### config.mk
export PLATFORM = sky130hd
export DESIGN_NAME = aluCore
export DESIGN_NICKNAME = d
export VERILOG_FILES = /design/src/logic/aluPkg.sv /design/src/logic/adder.sv /design/src/logic/alu.sv /design/src/logic/regFile.sv /design/src/logic/resultStage.sv /design/src/logic/aluCore.sv
export SDC_FILE = /design/constraint.sdc
export NUM_CORES = 1
export LEC_CHECK = 0
export BUFFER_PORTS_ARGS = -buffer_cell sky130_fd_sc_hd__buf_2
export CAP_MARGIN = 20
export CORE_UTILIZATION = 35
export CTS_CLUSTER_DIAMETER = 120
export DETAILED_ROUTE_END_ITERATION = 7
export SLEW_MARGIN = 20
export SYNTH_ARGS = -nofsm -noshare
export SYNTH_HDL_FRONTEND = slang
export SYNTH_SLANG_ARGS = --single-unit
### constraint.sdc
create_clock -name clk -period 4.3 [get_ports clk]
set_input_delay 0.215 -clock clk [delete_from_list [all_inputs] [get_ports clk]]
set_output_delay 0.215 -clock clk [all_outputs]
set_load 0.01 [all_outputs]
### src/logic/aluPkg.sv
package aluPkg;

    ////////////////////////////////////////////////////////////////////////////
    // Opcodes
    ////////////////////////////////////////////////////////////////////////////

    typedef enum logic [2:0] {
        opAdd = 3'd0,  // x + y
        opSub = 3'd1,  // x - y
        opNot = 3'd2,  // ~x
        opAnd = 3'd3,
        opOr  = 3'd4,
        opXor = 3'd5,
        opSlt = 3'd6,  // Signed x < y, one bit
        opSeq = 3'd7   // x == y, one bit
    } aluOpT;

    ////////////////////////////////////////////////////////////////////////////
    // Default sizes
    ////////////////////////////////////////////////////////////////////////////

    // Operand width of the datapath
    localparam int dataWidthDef = 4;

    localparam int regCountDef = 4;  // Operand registers in the core

endpackage

### src/logic/adder.sv
module adder #(
    parameter int dataWidth = aluPkg::dataWidthDef
) (
    input  logic                 cin,
    input  logic [dataWidth-1:0] a,
    input  logic [dataWidth-1:0] b,
    output logic [dataWidth-1:0] sum,
    output logic                 carry,
    output logic                 zero,
    output logic                 overflow
);

    logic [dataWidth:0] chain;  // Carry into each bit position

    assign chain[0] = cin;

    // One full adder per bit with the carry rippling upward
    for (genvar i = 0; i < dataWidth; i++) begin : gBit
        assign sum[i]     = a[i] ^ b[i] ^ chain[i];
        assign chain[i+1] = (a[i] & b[i]) | (chain[i] & (a[i] ^ b[i]));
    end

    assign carry = chain[dataWidth];
    assign zero  = ~|sum;

    // Operands agree in sign but the sum does not
    assign overflow = (a[dataWidth-1] == b[dataWidth-1]) &&
                      (sum[dataWidth-1] != a[dataWidth-1]);

endmodule

### src/logic/alu.sv
module alu #(
    parameter int dataWidth = aluPkg::dataWidthDef
) (
    input  aluPkg::aluOpT        op,
    input  logic [dataWidth-1:0] x,
    input  logic [dataWidth-1:0] y,
    output logic [dataWidth-1:0] result,
    output logic                 carry,
    output logic                 zero,
    output logic                 overflow
);

    import aluPkg::*;

    logic                 addCin;
    logic [dataWidth-1:0] addA;
    logic [dataWidth-1:0] addB;
    logic [dataWidth-1:0] addSum;
    logic                 addCarry;
    logic                 addZero;
    logic                 addOverflow;

    adder #(
        .dataWidth(dataWidth)
    ) u_adder (
        .cin     (addCin),
        .a       (addA),
        .b       (addB),
        .sum     (addSum),
        .carry   (addCarry),
        .zero    (addZero),
        .overflow(addOverflow)
    );

    ////////////////////////////////////////////////////////////////////////////
    // Operand steering
    ////////////////////////////////////////////////////////////////////////////

    always_comb begin
        addCin = 1'b0;
        addA   = x;
        addB   = y;
        case (op)
            opSub, opSlt, opSeq: begin  // Two's complement subtract
                addCin = 1'b1;
                addB   = ~y;
            end
            opNot: begin
                addA = ~x;
                addB = '0;
            end
            opAnd: begin
                addA = x & y;
                addB = '0;
            end
            opOr: begin
                addA = x | y;
                addB = '0;
            end
            opXor: begin
                addA = x ^ y;
                addB = '0;
            end
            default: addB = y;  // Add
        endcase
    end

    ////////////////////////////////////////////////////////////////////////////
    // Result and flags
    ////////////////////////////////////////////////////////////////////////////

    always_comb begin
        result   = addSum;
        carry    = addCarry;
        zero     = addZero;
        overflow = addOverflow;
        case (op)
            opNot, opAnd, opOr, opXor: begin
                carry    = 1'b0;
                overflow = 1'b0;
            end
            opSlt: begin
                result    = '0;
                result[0] = addSum[dataWidth-1] ^ addOverflow;  // True sign of x - y
            end
            opSeq: begin
                result    = '0;
                result[0] = addZero;
            end
            default: result = addSum;
        endcase
    end

    // Equality must come out of the subtraction through the adder
    always_comb begin
        if (op == opSeq) begin
            assert final (result[0] == (x == y) && zero == (x == y))
                else $error("Seq result disagrees with operand equality");
        end
    end

endmodule

### src/logic/regFile.sv
module regFile #(
    parameter int dataWidth = aluPkg::dataWidthDef,
    parameter int regCount  = aluPkg::regCountDef,
    localparam int addrWidth = (regCount > 1) ? $clog2(regCount) : 1
) (
    input  logic                 clk,
    input  logic                 rstN,
    input  logic                 wrEn,
    input  logic [addrWidth-1:0] wrAddr,
    input  logic [dataWidth-1:0] wrData,
    input  logic                 wbEn,
    input  logic [addrWidth-1:0] wbAddr,
    input  logic [dataWidth-1:0] wbData,
    input  logic [addrWidth-1:0] rdAddrX,
    input  logic [addrWidth-1:0] rdAddrY,
    output logic [dataWidth-1:0] rdDataX,
    output logic [dataWidth-1:0] rdDataY
);

    logic [dataWidth-1:0] regs [regCount];

    always_ff @(posedge clk or negedge rstN) begin
        if (!rstN) begin
            for (int i = 0; i < regCount; i++) begin
                regs[i] <= '0;
            end
        end else begin
            if (wrEn) begin
                regs[wrAddr] <= wrData;
            end
            // Writeback comes last so it wins on an address clash
            if (wbEn) begin
                regs[wbAddr] <= wbData;
            end
        end
    end

    assign rdDataX = regs[rdAddrX];  // Read ports see the old value until the edge
    assign rdDataY = regs[rdAddrY];

    // Address space may be larger than the bank when regCount is not a power of two
    assert property (@(posedge clk) disable iff (!rstN) wrEn |-> wrAddr < regCount)
        else $error("External write to missing register %0d", wrAddr);

    assert property (@(posedge clk) disable iff (!rstN) wbEn |-> wbAddr < regCount)
        else $error("Writeback to missing register %0d", wbAddr);

endmodule

### src/logic/resultStage.sv
module resultStage #(
    parameter int dataWidth = aluPkg::dataWidthDef
) (
    input  logic                 clk,
    input  logic                 rstN,
    input  logic                 exec,
    input  logic [dataWidth-1:0] aluResult,
    input  logic                 aluCarry,
    input  logic                 aluZero,
    input  logic                 aluOverflow,
    output logic [dataWidth-1:0] result,
    output logic                 carry,
    output logic                 zero,
    output logic                 overflow,
    output logic                 done
);

    always_ff @(posedge clk or negedge rstN) begin
        if (!rstN) begin
            result   <= '0;
            carry    <= 1'b0;
            zero     <= 1'b0;
            overflow <= 1'b0;
        end else if (exec) begin  // Held until the next execute
            result   <= aluResult;
            carry    <= aluCarry;
            zero     <= aluZero;
            overflow <= aluOverflow;
        end
    end

    // Done pulses once per execute and lines up with the captured result
    always_ff @(posedge clk or negedge rstN) begin
        if (!rstN) begin
            done <= 1'b0;
        end else begin
            done <= exec;
        end
    end

endmodule

### src/logic/aluCore.sv
module aluCore #(
    parameter int dataWidth = aluPkg::dataWidthDef,
    parameter int regCount  = aluPkg::regCountDef,
    localparam int addrWidth = (regCount > 1) ? $clog2(regCount) : 1
) (
    input  logic                 clk,
    input  logic                 rstN,
    input  logic                 wrEn,
    input  logic [addrWidth-1:0] wrAddr,
    input  logic [dataWidth-1:0] wrData,
    input  logic                 exec,
    input  aluPkg::aluOpT        op,
    input  logic [addrWidth-1:0] srcX,
    input  logic [addrWidth-1:0] srcY,
    input  logic [addrWidth-1:0] dstAddr,
    output logic [dataWidth-1:0] result,
    output logic                 carry,
    output logic                 zero,
    output logic                 overflow,
    output logic                 done
);

    logic [dataWidth-1:0] operandX;
    logic [dataWidth-1:0] operandY;
    logic [dataWidth-1:0] aluResult;
    logic                 aluCarry;
    logic                 aluZero;
    logic                 aluOverflow;

    // Result is written back into dstAddr on the execute edge
    regFile #(
        .dataWidth(dataWidth),
        .regCount (regCount)
    ) u_regFile (
        .clk    (clk),
        .rstN   (rstN),
        .wrEn   (wrEn),
        .wrAddr (wrAddr),
        .wrData (wrData),
        .wbEn   (exec),
        .wbAddr (dstAddr),
        .wbData (aluResult),
        .rdAddrX(srcX),
        .rdAddrY(srcY),
        .rdDataX(operandX),
        .rdDataY(operandY)
    );

    alu #(
        .dataWidth(dataWidth)
    ) u_alu (
        .op      (op),
        .x       (operandX),
        .y       (operandY),
        .result  (aluResult),
        .carry   (aluCarry),
        .zero    (aluZero),
        .overflow(aluOverflow)
    );

    resultStage #(
        .dataWidth(dataWidth)
    ) u_resultStage (
        .clk        (clk),
        .rstN       (rstN),
        .exec       (exec),
        .aluResult  (aluResult),
        .aluCarry   (aluCarry),
        .aluZero    (aluZero),
        .aluOverflow(aluOverflow),
        .result     (result),
        .carry      (carry),
        .zero       (zero),
        .overflow   (overflow),
        .done       (done)
    );

endmodule

Word level (Yosys, flattened, before mapping)
Index checks and enable logic that the tools add are counted.
- register bits: 24
- bits of input ports: 19
- output and inout port bits: 8
- word-level logic and storage cells: 81
- order comparisons: 6
- equality and inequality tests: 9
- multiplexer cells: 20
- bitwise logic cells: 30
- reductions and logical operators: 7
- operators with widths (cell ; number):
    $bwmux W16 ; 2
    $mux W16 ; 2
    $mux W4 ; 6
    $bmux W4 S2 ; 2
    $demux W4 S2 ; 2
    $pmux W4 S2 ; 2
    $pmux W4 S4 ; 1
    $eq A3 B3 Y1 const B ; 4
    $ge A3 B3 Y1 const B ; 4
    $not A2 Y3 ; 4
    $xor A1 B1 Y1 ; 9
    $and A1 B1 Y1 ; 8
    $not A4 Y4 ; 2
    $reduce_or A4 Y1 ; 2
    $eq A3 B2 Y1 const B ; 2
    $lt A3 B1 Y1 const B ; 2
    $and A4 B4 Y4 ; 1
    $or A1 B1 Y1 ; 4
    $or A4 B4 Y4 ; 1
    $xor A4 B4 Y4 ; 1
    $eq A3 B1 Y1 const B ; 1
    $logic_and A1 B1 Y1 ; 3
    $mux W1 ; 3
    $reduce_or A3 Y1 ; 1
    3 further kinds ; 3

Longest topological paths before layout
- depth after elaboration: 20
- depth in mapped cells: 18
- mapped depth without buffers: 17

Modules after synthesis
A second synthesis with hierarchy kept.
- cell total of the unflattened synthesis: 188
- area, all modules: 1939.4 um^2
- by module, submodules not included (module ; instances ; cells an instance ; area an instance (um^2) ; sequential area each (um^2)):
    regFile ; 1 ; 81 ; 959.7 ; 400.4
    alu ; 1 ; 78 ; 526.8 ; 0.0
    resultStage ; 1 ; 16 ; 316.6 ; 200.2
    adder ; 1 ; 13 ; 136.4 ; 0.0

Worst setup path after synthesis
No wires, ideal clock.
- path kind: flip-flop to flip-flop
- from: register u_regFile.regs[8] (netlist name)
- to: register u_regFile.regs[8] (netlist name)
- setup time: 0.085 ns
- arrival: 3.861 ns
- data required time: 4.215 ns
- slack: 0.353 ns
- cell stages (with the launch flop): 18
- path buffers: 0
- cells stage by stage: dfrtp_1 > mux4_1 > inv_1 > ha_1 > nand2_1 > o211ai_1 > o21ai_0 > a22oi_1 > fa_1 > inv_1 > fa_1 > inv_1 > fa_1 > fa_1 > nor4b_1 > a21oi_1 > o21a_1 > o21ai_0
- cells in the longest elaborated chain, start to end: 19
- elaborated cells on any way between the ends: 35
- those cells by class: eq/ne: 1; mux: 13; bitwise: 18; reduce/logical: 3
- ends and longest elaborated chain (item ; RTL line ; source):
    start, declared ; regFile.sv:20 ; logic [dataWidth-1:0] regs [regCount];
    start signal, assigned by index ; regFile.sv:29 ; regs[wrAddr] <= wrData;
    start signal, assigned by index ; regFile.sv:33 ; regs[wbAddr] <= wbData;
    $bmux W4 S2 (on tied branches) ; regFile.sv:38, regFile.sv:39 ;
    $mux W4 (on tied branches) (2 in a row) ; regFile.sv:38, regFile.sv:39 ;
    $xor A4 B4 Y4 (tied with other cells) ; alu.sv:61 ; addA = x ^ y;
    $pmux W4 S4 / $pmux W4 S2 (equally long branches) ; alu.sv:43 ; case (op)
    $xor A1 B1 Y1 ; adder.sv:19, adder.sv:20 ;
    $and A1 B1 Y1 ; adder.sv:20 ; assign chain[i+1] = (a[i] & b[i]) | (chain[i] & (a[i] ^ b[i]));
    $or A1 B1 Y1 ; adder.sv:20 ;
    $and A1 B1 Y1 ; adder.sv:20 ;
    [... 2 more ...] ; - ;
    $or A1 B1 Y1 ; adder.sv:20 ;
    $xor A1 B1 Y1 ; adder.sv:19 ; assign sum[i] = a[i] ^ b[i] ^ chain[i];
    $ne A1 B1 Y1 ; adder.sv:28 ; (sum[dataWidth-1] != a[dataWidth-1]);
    $logic_and A1 B1 Y1 ; adder.sv:27 ; assign overflow = (a[dataWidth-1] == b[dataWidth-1]) &&
    $xor A1 B1 Y1 ; alu.sv:84 ; result[0] = addSum[dataWidth-1] ^ addOverflow;
    $pmux W4 S2 ; alu.sv:77 ; case (op)
    $bwmux W16 ; regFile.sv:33 ;
    $mux W16 (*) ; regFile.sv:32 ; if (wbEn) begin
Mark *: on every way between the ends. The rest lies on a longest branch, timed or not. The select of a mux whose other input is x is not followed.
A chain may end at the register's enable or synchronous reset.

Worst setup path in the final report
- from: register u_regFile.regs[12] (netlist name)
- to: register u_regFile.regs[0] (netlist name)
- cells in the longest elaborated chain, start to end: 19
- elaborated cells on any way between the ends: 33
- those cells by class: eq/ne: 1; mux: 11; bitwise: 18; reduce/logical: 3
- ends and longest elaborated chain (item ; RTL line):
    $bmux W4 S2 (on tied branches) ; regFile.sv:38, regFile.sv:39
    $mux W4 (on tied branches) (2 in a row) ; regFile.sv:38, regFile.sv:39
    $xor A4 B4 Y4 (tied with other cells) ; alu.sv:61
    $pmux W4 S4 / $pmux W4 S2 (equally long branches) ; alu.sv:43
    $xor A1 B1 Y1 ; adder.sv:19, adder.sv:20
    $and A1 B1 Y1 ; adder.sv:20
    $or A1 B1 Y1 ; adder.sv:20
    $and A1 B1 Y1 ; adder.sv:20
    [... 2 more ...] ; -
    $or A1 B1 Y1 ; adder.sv:20
    $xor A1 B1 Y1 ; adder.sv:19
    $ne A1 B1 Y1 ; adder.sv:28
    $logic_and A1 B1 Y1 ; adder.sv:27
    $xor A1 B1 Y1 ; alu.sv:84
    $pmux W4 S2 (*) ; alu.sv:77
    $bwmux W16 (*) ; regFile.sv:33
    $mux W16 (*) ; regFile.sv:32
Marked as above.

==> impl_metrics.ini <==
[logic_synthesis]
async_reset_ff_share_pct = 100
synth_edf_count = 0
syn-num-nets = 224
synth_cell_type_count = 42
yosys.area.top_type = dfrtp_1
synth.top_cell.area_share_pct = 30.9
synthFlopType = dfrtp_1
ys_ff_latch = 24
netlist_instances = 191
ys_warn_count = 0
seq_area_frac_synth_pct = 30.9
synthTopCellsByArea = dfrtp_1 31%, mux2i_1 7.2%, ha_1 5.8%
netlist_area_mm2 = 0.00194
syn_area_per_cell_um2 = 10.2

[pwr]
p_leak_nw = 1.05
p_comb_share_pct = 50.1
p_per_area_mw_per_mm2 = 498
switching_power_mw = 0.421
p_sw_share_pct = 37.5
clkPwrFrac_pct = 17.6
ir_drop_mv = 0.304
p_int_mw = 0.701
seqPwrFrac_pct = 32.3

[run]
cap_violations = 0

[clock_network]
clock-sinks = 24
cts_tree = done
cts.path.max_buffers = 2
clk_pin_slew_ns = 0.08
numCtsBuffers = 3
cts_htree_levels = 1
cts-root-buf = clkbuf_8
clk_latency_ns = 0.27

[timing]
fin_crit_sh_pct = 92.3
setup_tns_ns = 0
hold_violations = 0
period_needed_ns = 3.97
worst_slew_pin_slew_ns = 0.841
drv_slew = 0
setup_viol = 0
fmax_mhz = 252
relSlewSlack_pct = 43.8
worst_slack_ns = 0.331
finClkSkew_ns = 0.00931

[final_layout]
syn2layout_area_growth_pct = 15.9
drive_gt1_share_pct = 26.1
final_common_cell = buf_2
layout_common_cells = 26 x buf_2, 24 x dfrtp_1, 16 x inv_1, 16 x a21oi_1, 15 x nand2_1
n_antenna_cell = 0
nets = 256
num-fill-cells = 507

[setup_path]
start_kind = flop
reg2reg_from = u_regFile.regs[12]
slowest_stage = mux4_2
cpPeakStageDelay_ns = 0.52
endpoint_kind = flop
reg2reg_depth = 17
worst_r2r_endpoint = u_regFile.regs[0]
worstPathArrival_ns = 4.15
required_ns = 4.48
crit_chain = mux4_2 > inv_1 > ha_1 > nand2_1 > o211ai_1 > o21ai_0 > a22oi_1 > fa_1 > inv_1 > fa_1 > inv_1 > fa_2 > fa_1 > nor4b_2 > a21oi_1 > o21a_1 > o21ai_0
worstSetupPathType = reg2reg
critPathMaxFanout = 5
r2r_slack_ns = 0.33

[global_routing]
grt_max_degree = 25
grt_pass1_wl_mm = 7.28
antenna_found_initial = 0
grt_use_total_pct = 15.6
overflow = 0
grt_pass1_vias = 1437

[detailed_routing]
drt-total-wl_mm = 4.43
drt_first_pass_iters = 4
drt-vias-per-instance = 5.22
drt_iter0_markers = 59
wire_per_inst_um = 15.2
drc = 0
ant_nets = 0
vias = 1525

[die]
dieWidth_um = 76.5
start_util_pct = 37.1
fp.coreArea_mm2 = 0.00524
die_h_um = 76.5
ios = 27
die-area_mm2 = 0.00585
row_count = 26

[min_path]
min_to = u_resultStage.done
whs_path_depth = 1
hp-class = in2reg
min-delay-start = exec

[placed_design]
gp_congestion = 0.807
dp_hpwl_mm = 3.52
pre_cts_ws_ns = 0.183
io_buffers = 26

[outcome]
outcome = finished clean
## cell usage after synthesis (2+ instances only)
cell type  count
xnor2_1        4
nor2b_1        3
inv_1         16
or2_2          2
o211ai_1       5
mux4_1         3
a21oi_1       16
ha_1           9
and2_1         2
fa_1           5
a22oi_1        2
dfrtp_1       24
nand3b_1       5
mux4_2         5
nand2_1       15
mux2_2         8
nor4b_1        2
mux2i_1       14
a21o_1         3
o21ai_0       11
buf_6          2
nor2_1        11
nand3_1        2
o22ai_1        3
buf_2          2
## worst max-delay path: cells and delay by family (launching register included)
family,cells,cell delay [ns]
fa+ha+maj,5,1.59
compound gates,6,0.78
mux,1,0.52
flops,1,0.41
simple gates,2,0.38
buf+inv,3,0.20
## final cells by class
type	count	area [um^2]	share of cell area (%)
multi-input combinational	145	1250	55.4
clock buffer	3	41.3	1.83
sequential	24	601	26.7
clock inverter	1	30.0	1.33
timing repair buffer	33	185	8.22
tap	70	87.6	3.89
inverter	16	60.1	2.67
## how the worst max path moves through the flow
stage	startpoint	end	cells after the start
after global placement	u_regFile.regs[8]	u_resultStage.result[0]	15
after floorplan	u_regFile.regs[8]	u_regFile.regs[8]	17
final	u_regFile.regs[12]	u_regFile.regs[0]	17
after global routing	u_regFile.regs[12]	u_resultStage.result[0]	17
after detailed placement	u_regFile.regs[8]	u_regFile.regs[0]	17
after CTS	u_regFile.regs[8]	u_regFile.regs[8]	17
## routing by layer
metal  global-route usage (%)  share of wire (%)  vias up  routed length, um
li1                         -                  -      750                  -
met1                     20.5                 46      743               2020
met2                     27.4                 51       30               2250
met3                     1.44                2.9        2                129
met4                     4.04               0.52        0                 23
met5                        0                  0        -                  0
## stage by stage
step | instances | power (mW) | instance area [um^2] | utilization [%] | hold slack (ns)
floorplan | 191 | 0.736 | 1940 | - | -0.0806
global placement | 285 | 0.899 | 2150 | 41.1 | 0.238
detailed placement | 285 | 0.911 | 2150 | 41.1 | 0.242
CTS | 290 | 1.11 | 2230 | 42.6 | 0.221
global route | 292 | 1.22 | 2250 | 43.0 | 0.230
finish | 292 | 1.12 | 2250 | 43.0 | 0.220
## repair_timing
action,in CTS,in global routing
hold buffers,1,0
buffers inserted,0,2
endpoints found under the hold margin,24,0
resized for setup,0,4
setup endpoints to repair,0,6
## flip-flops by register name, summed over array words and instances (netlist names)
| register | flops |
|---|---|
| u_regFile.regs | 16 |
| u_resultStage.carry | 1 |
| u_resultStage.done | 1 |
| u_resultStage.overflow | 1 |
| u_resultStage.result | 4 |
| u_resultStage.zero | 1 |
## logic make-up after synthesis
logic type	synth area share, %
fa+ha+maj	10.9
flops	30.9
compound gates	14.5
xor+xnor	2.25
buf+inv	5.15
mux	22.5
simple gates	13.8
## power by group through the flow
stage | clock network, mW | logic [mW] | registers, mW
floorplan | 0 | 0.377 | 0.359
detailed placement | 0 | 0.545 | 0.366
finish | 0.198 | 0.563 | 0.362
global route | 0.209 | 0.637 | 0.373
CTS | 0.199 | 0.549 | 0.362
global placement | 0 | 0.538 | 0.361
No activity file was read; power rests on OpenSTA's default activity.
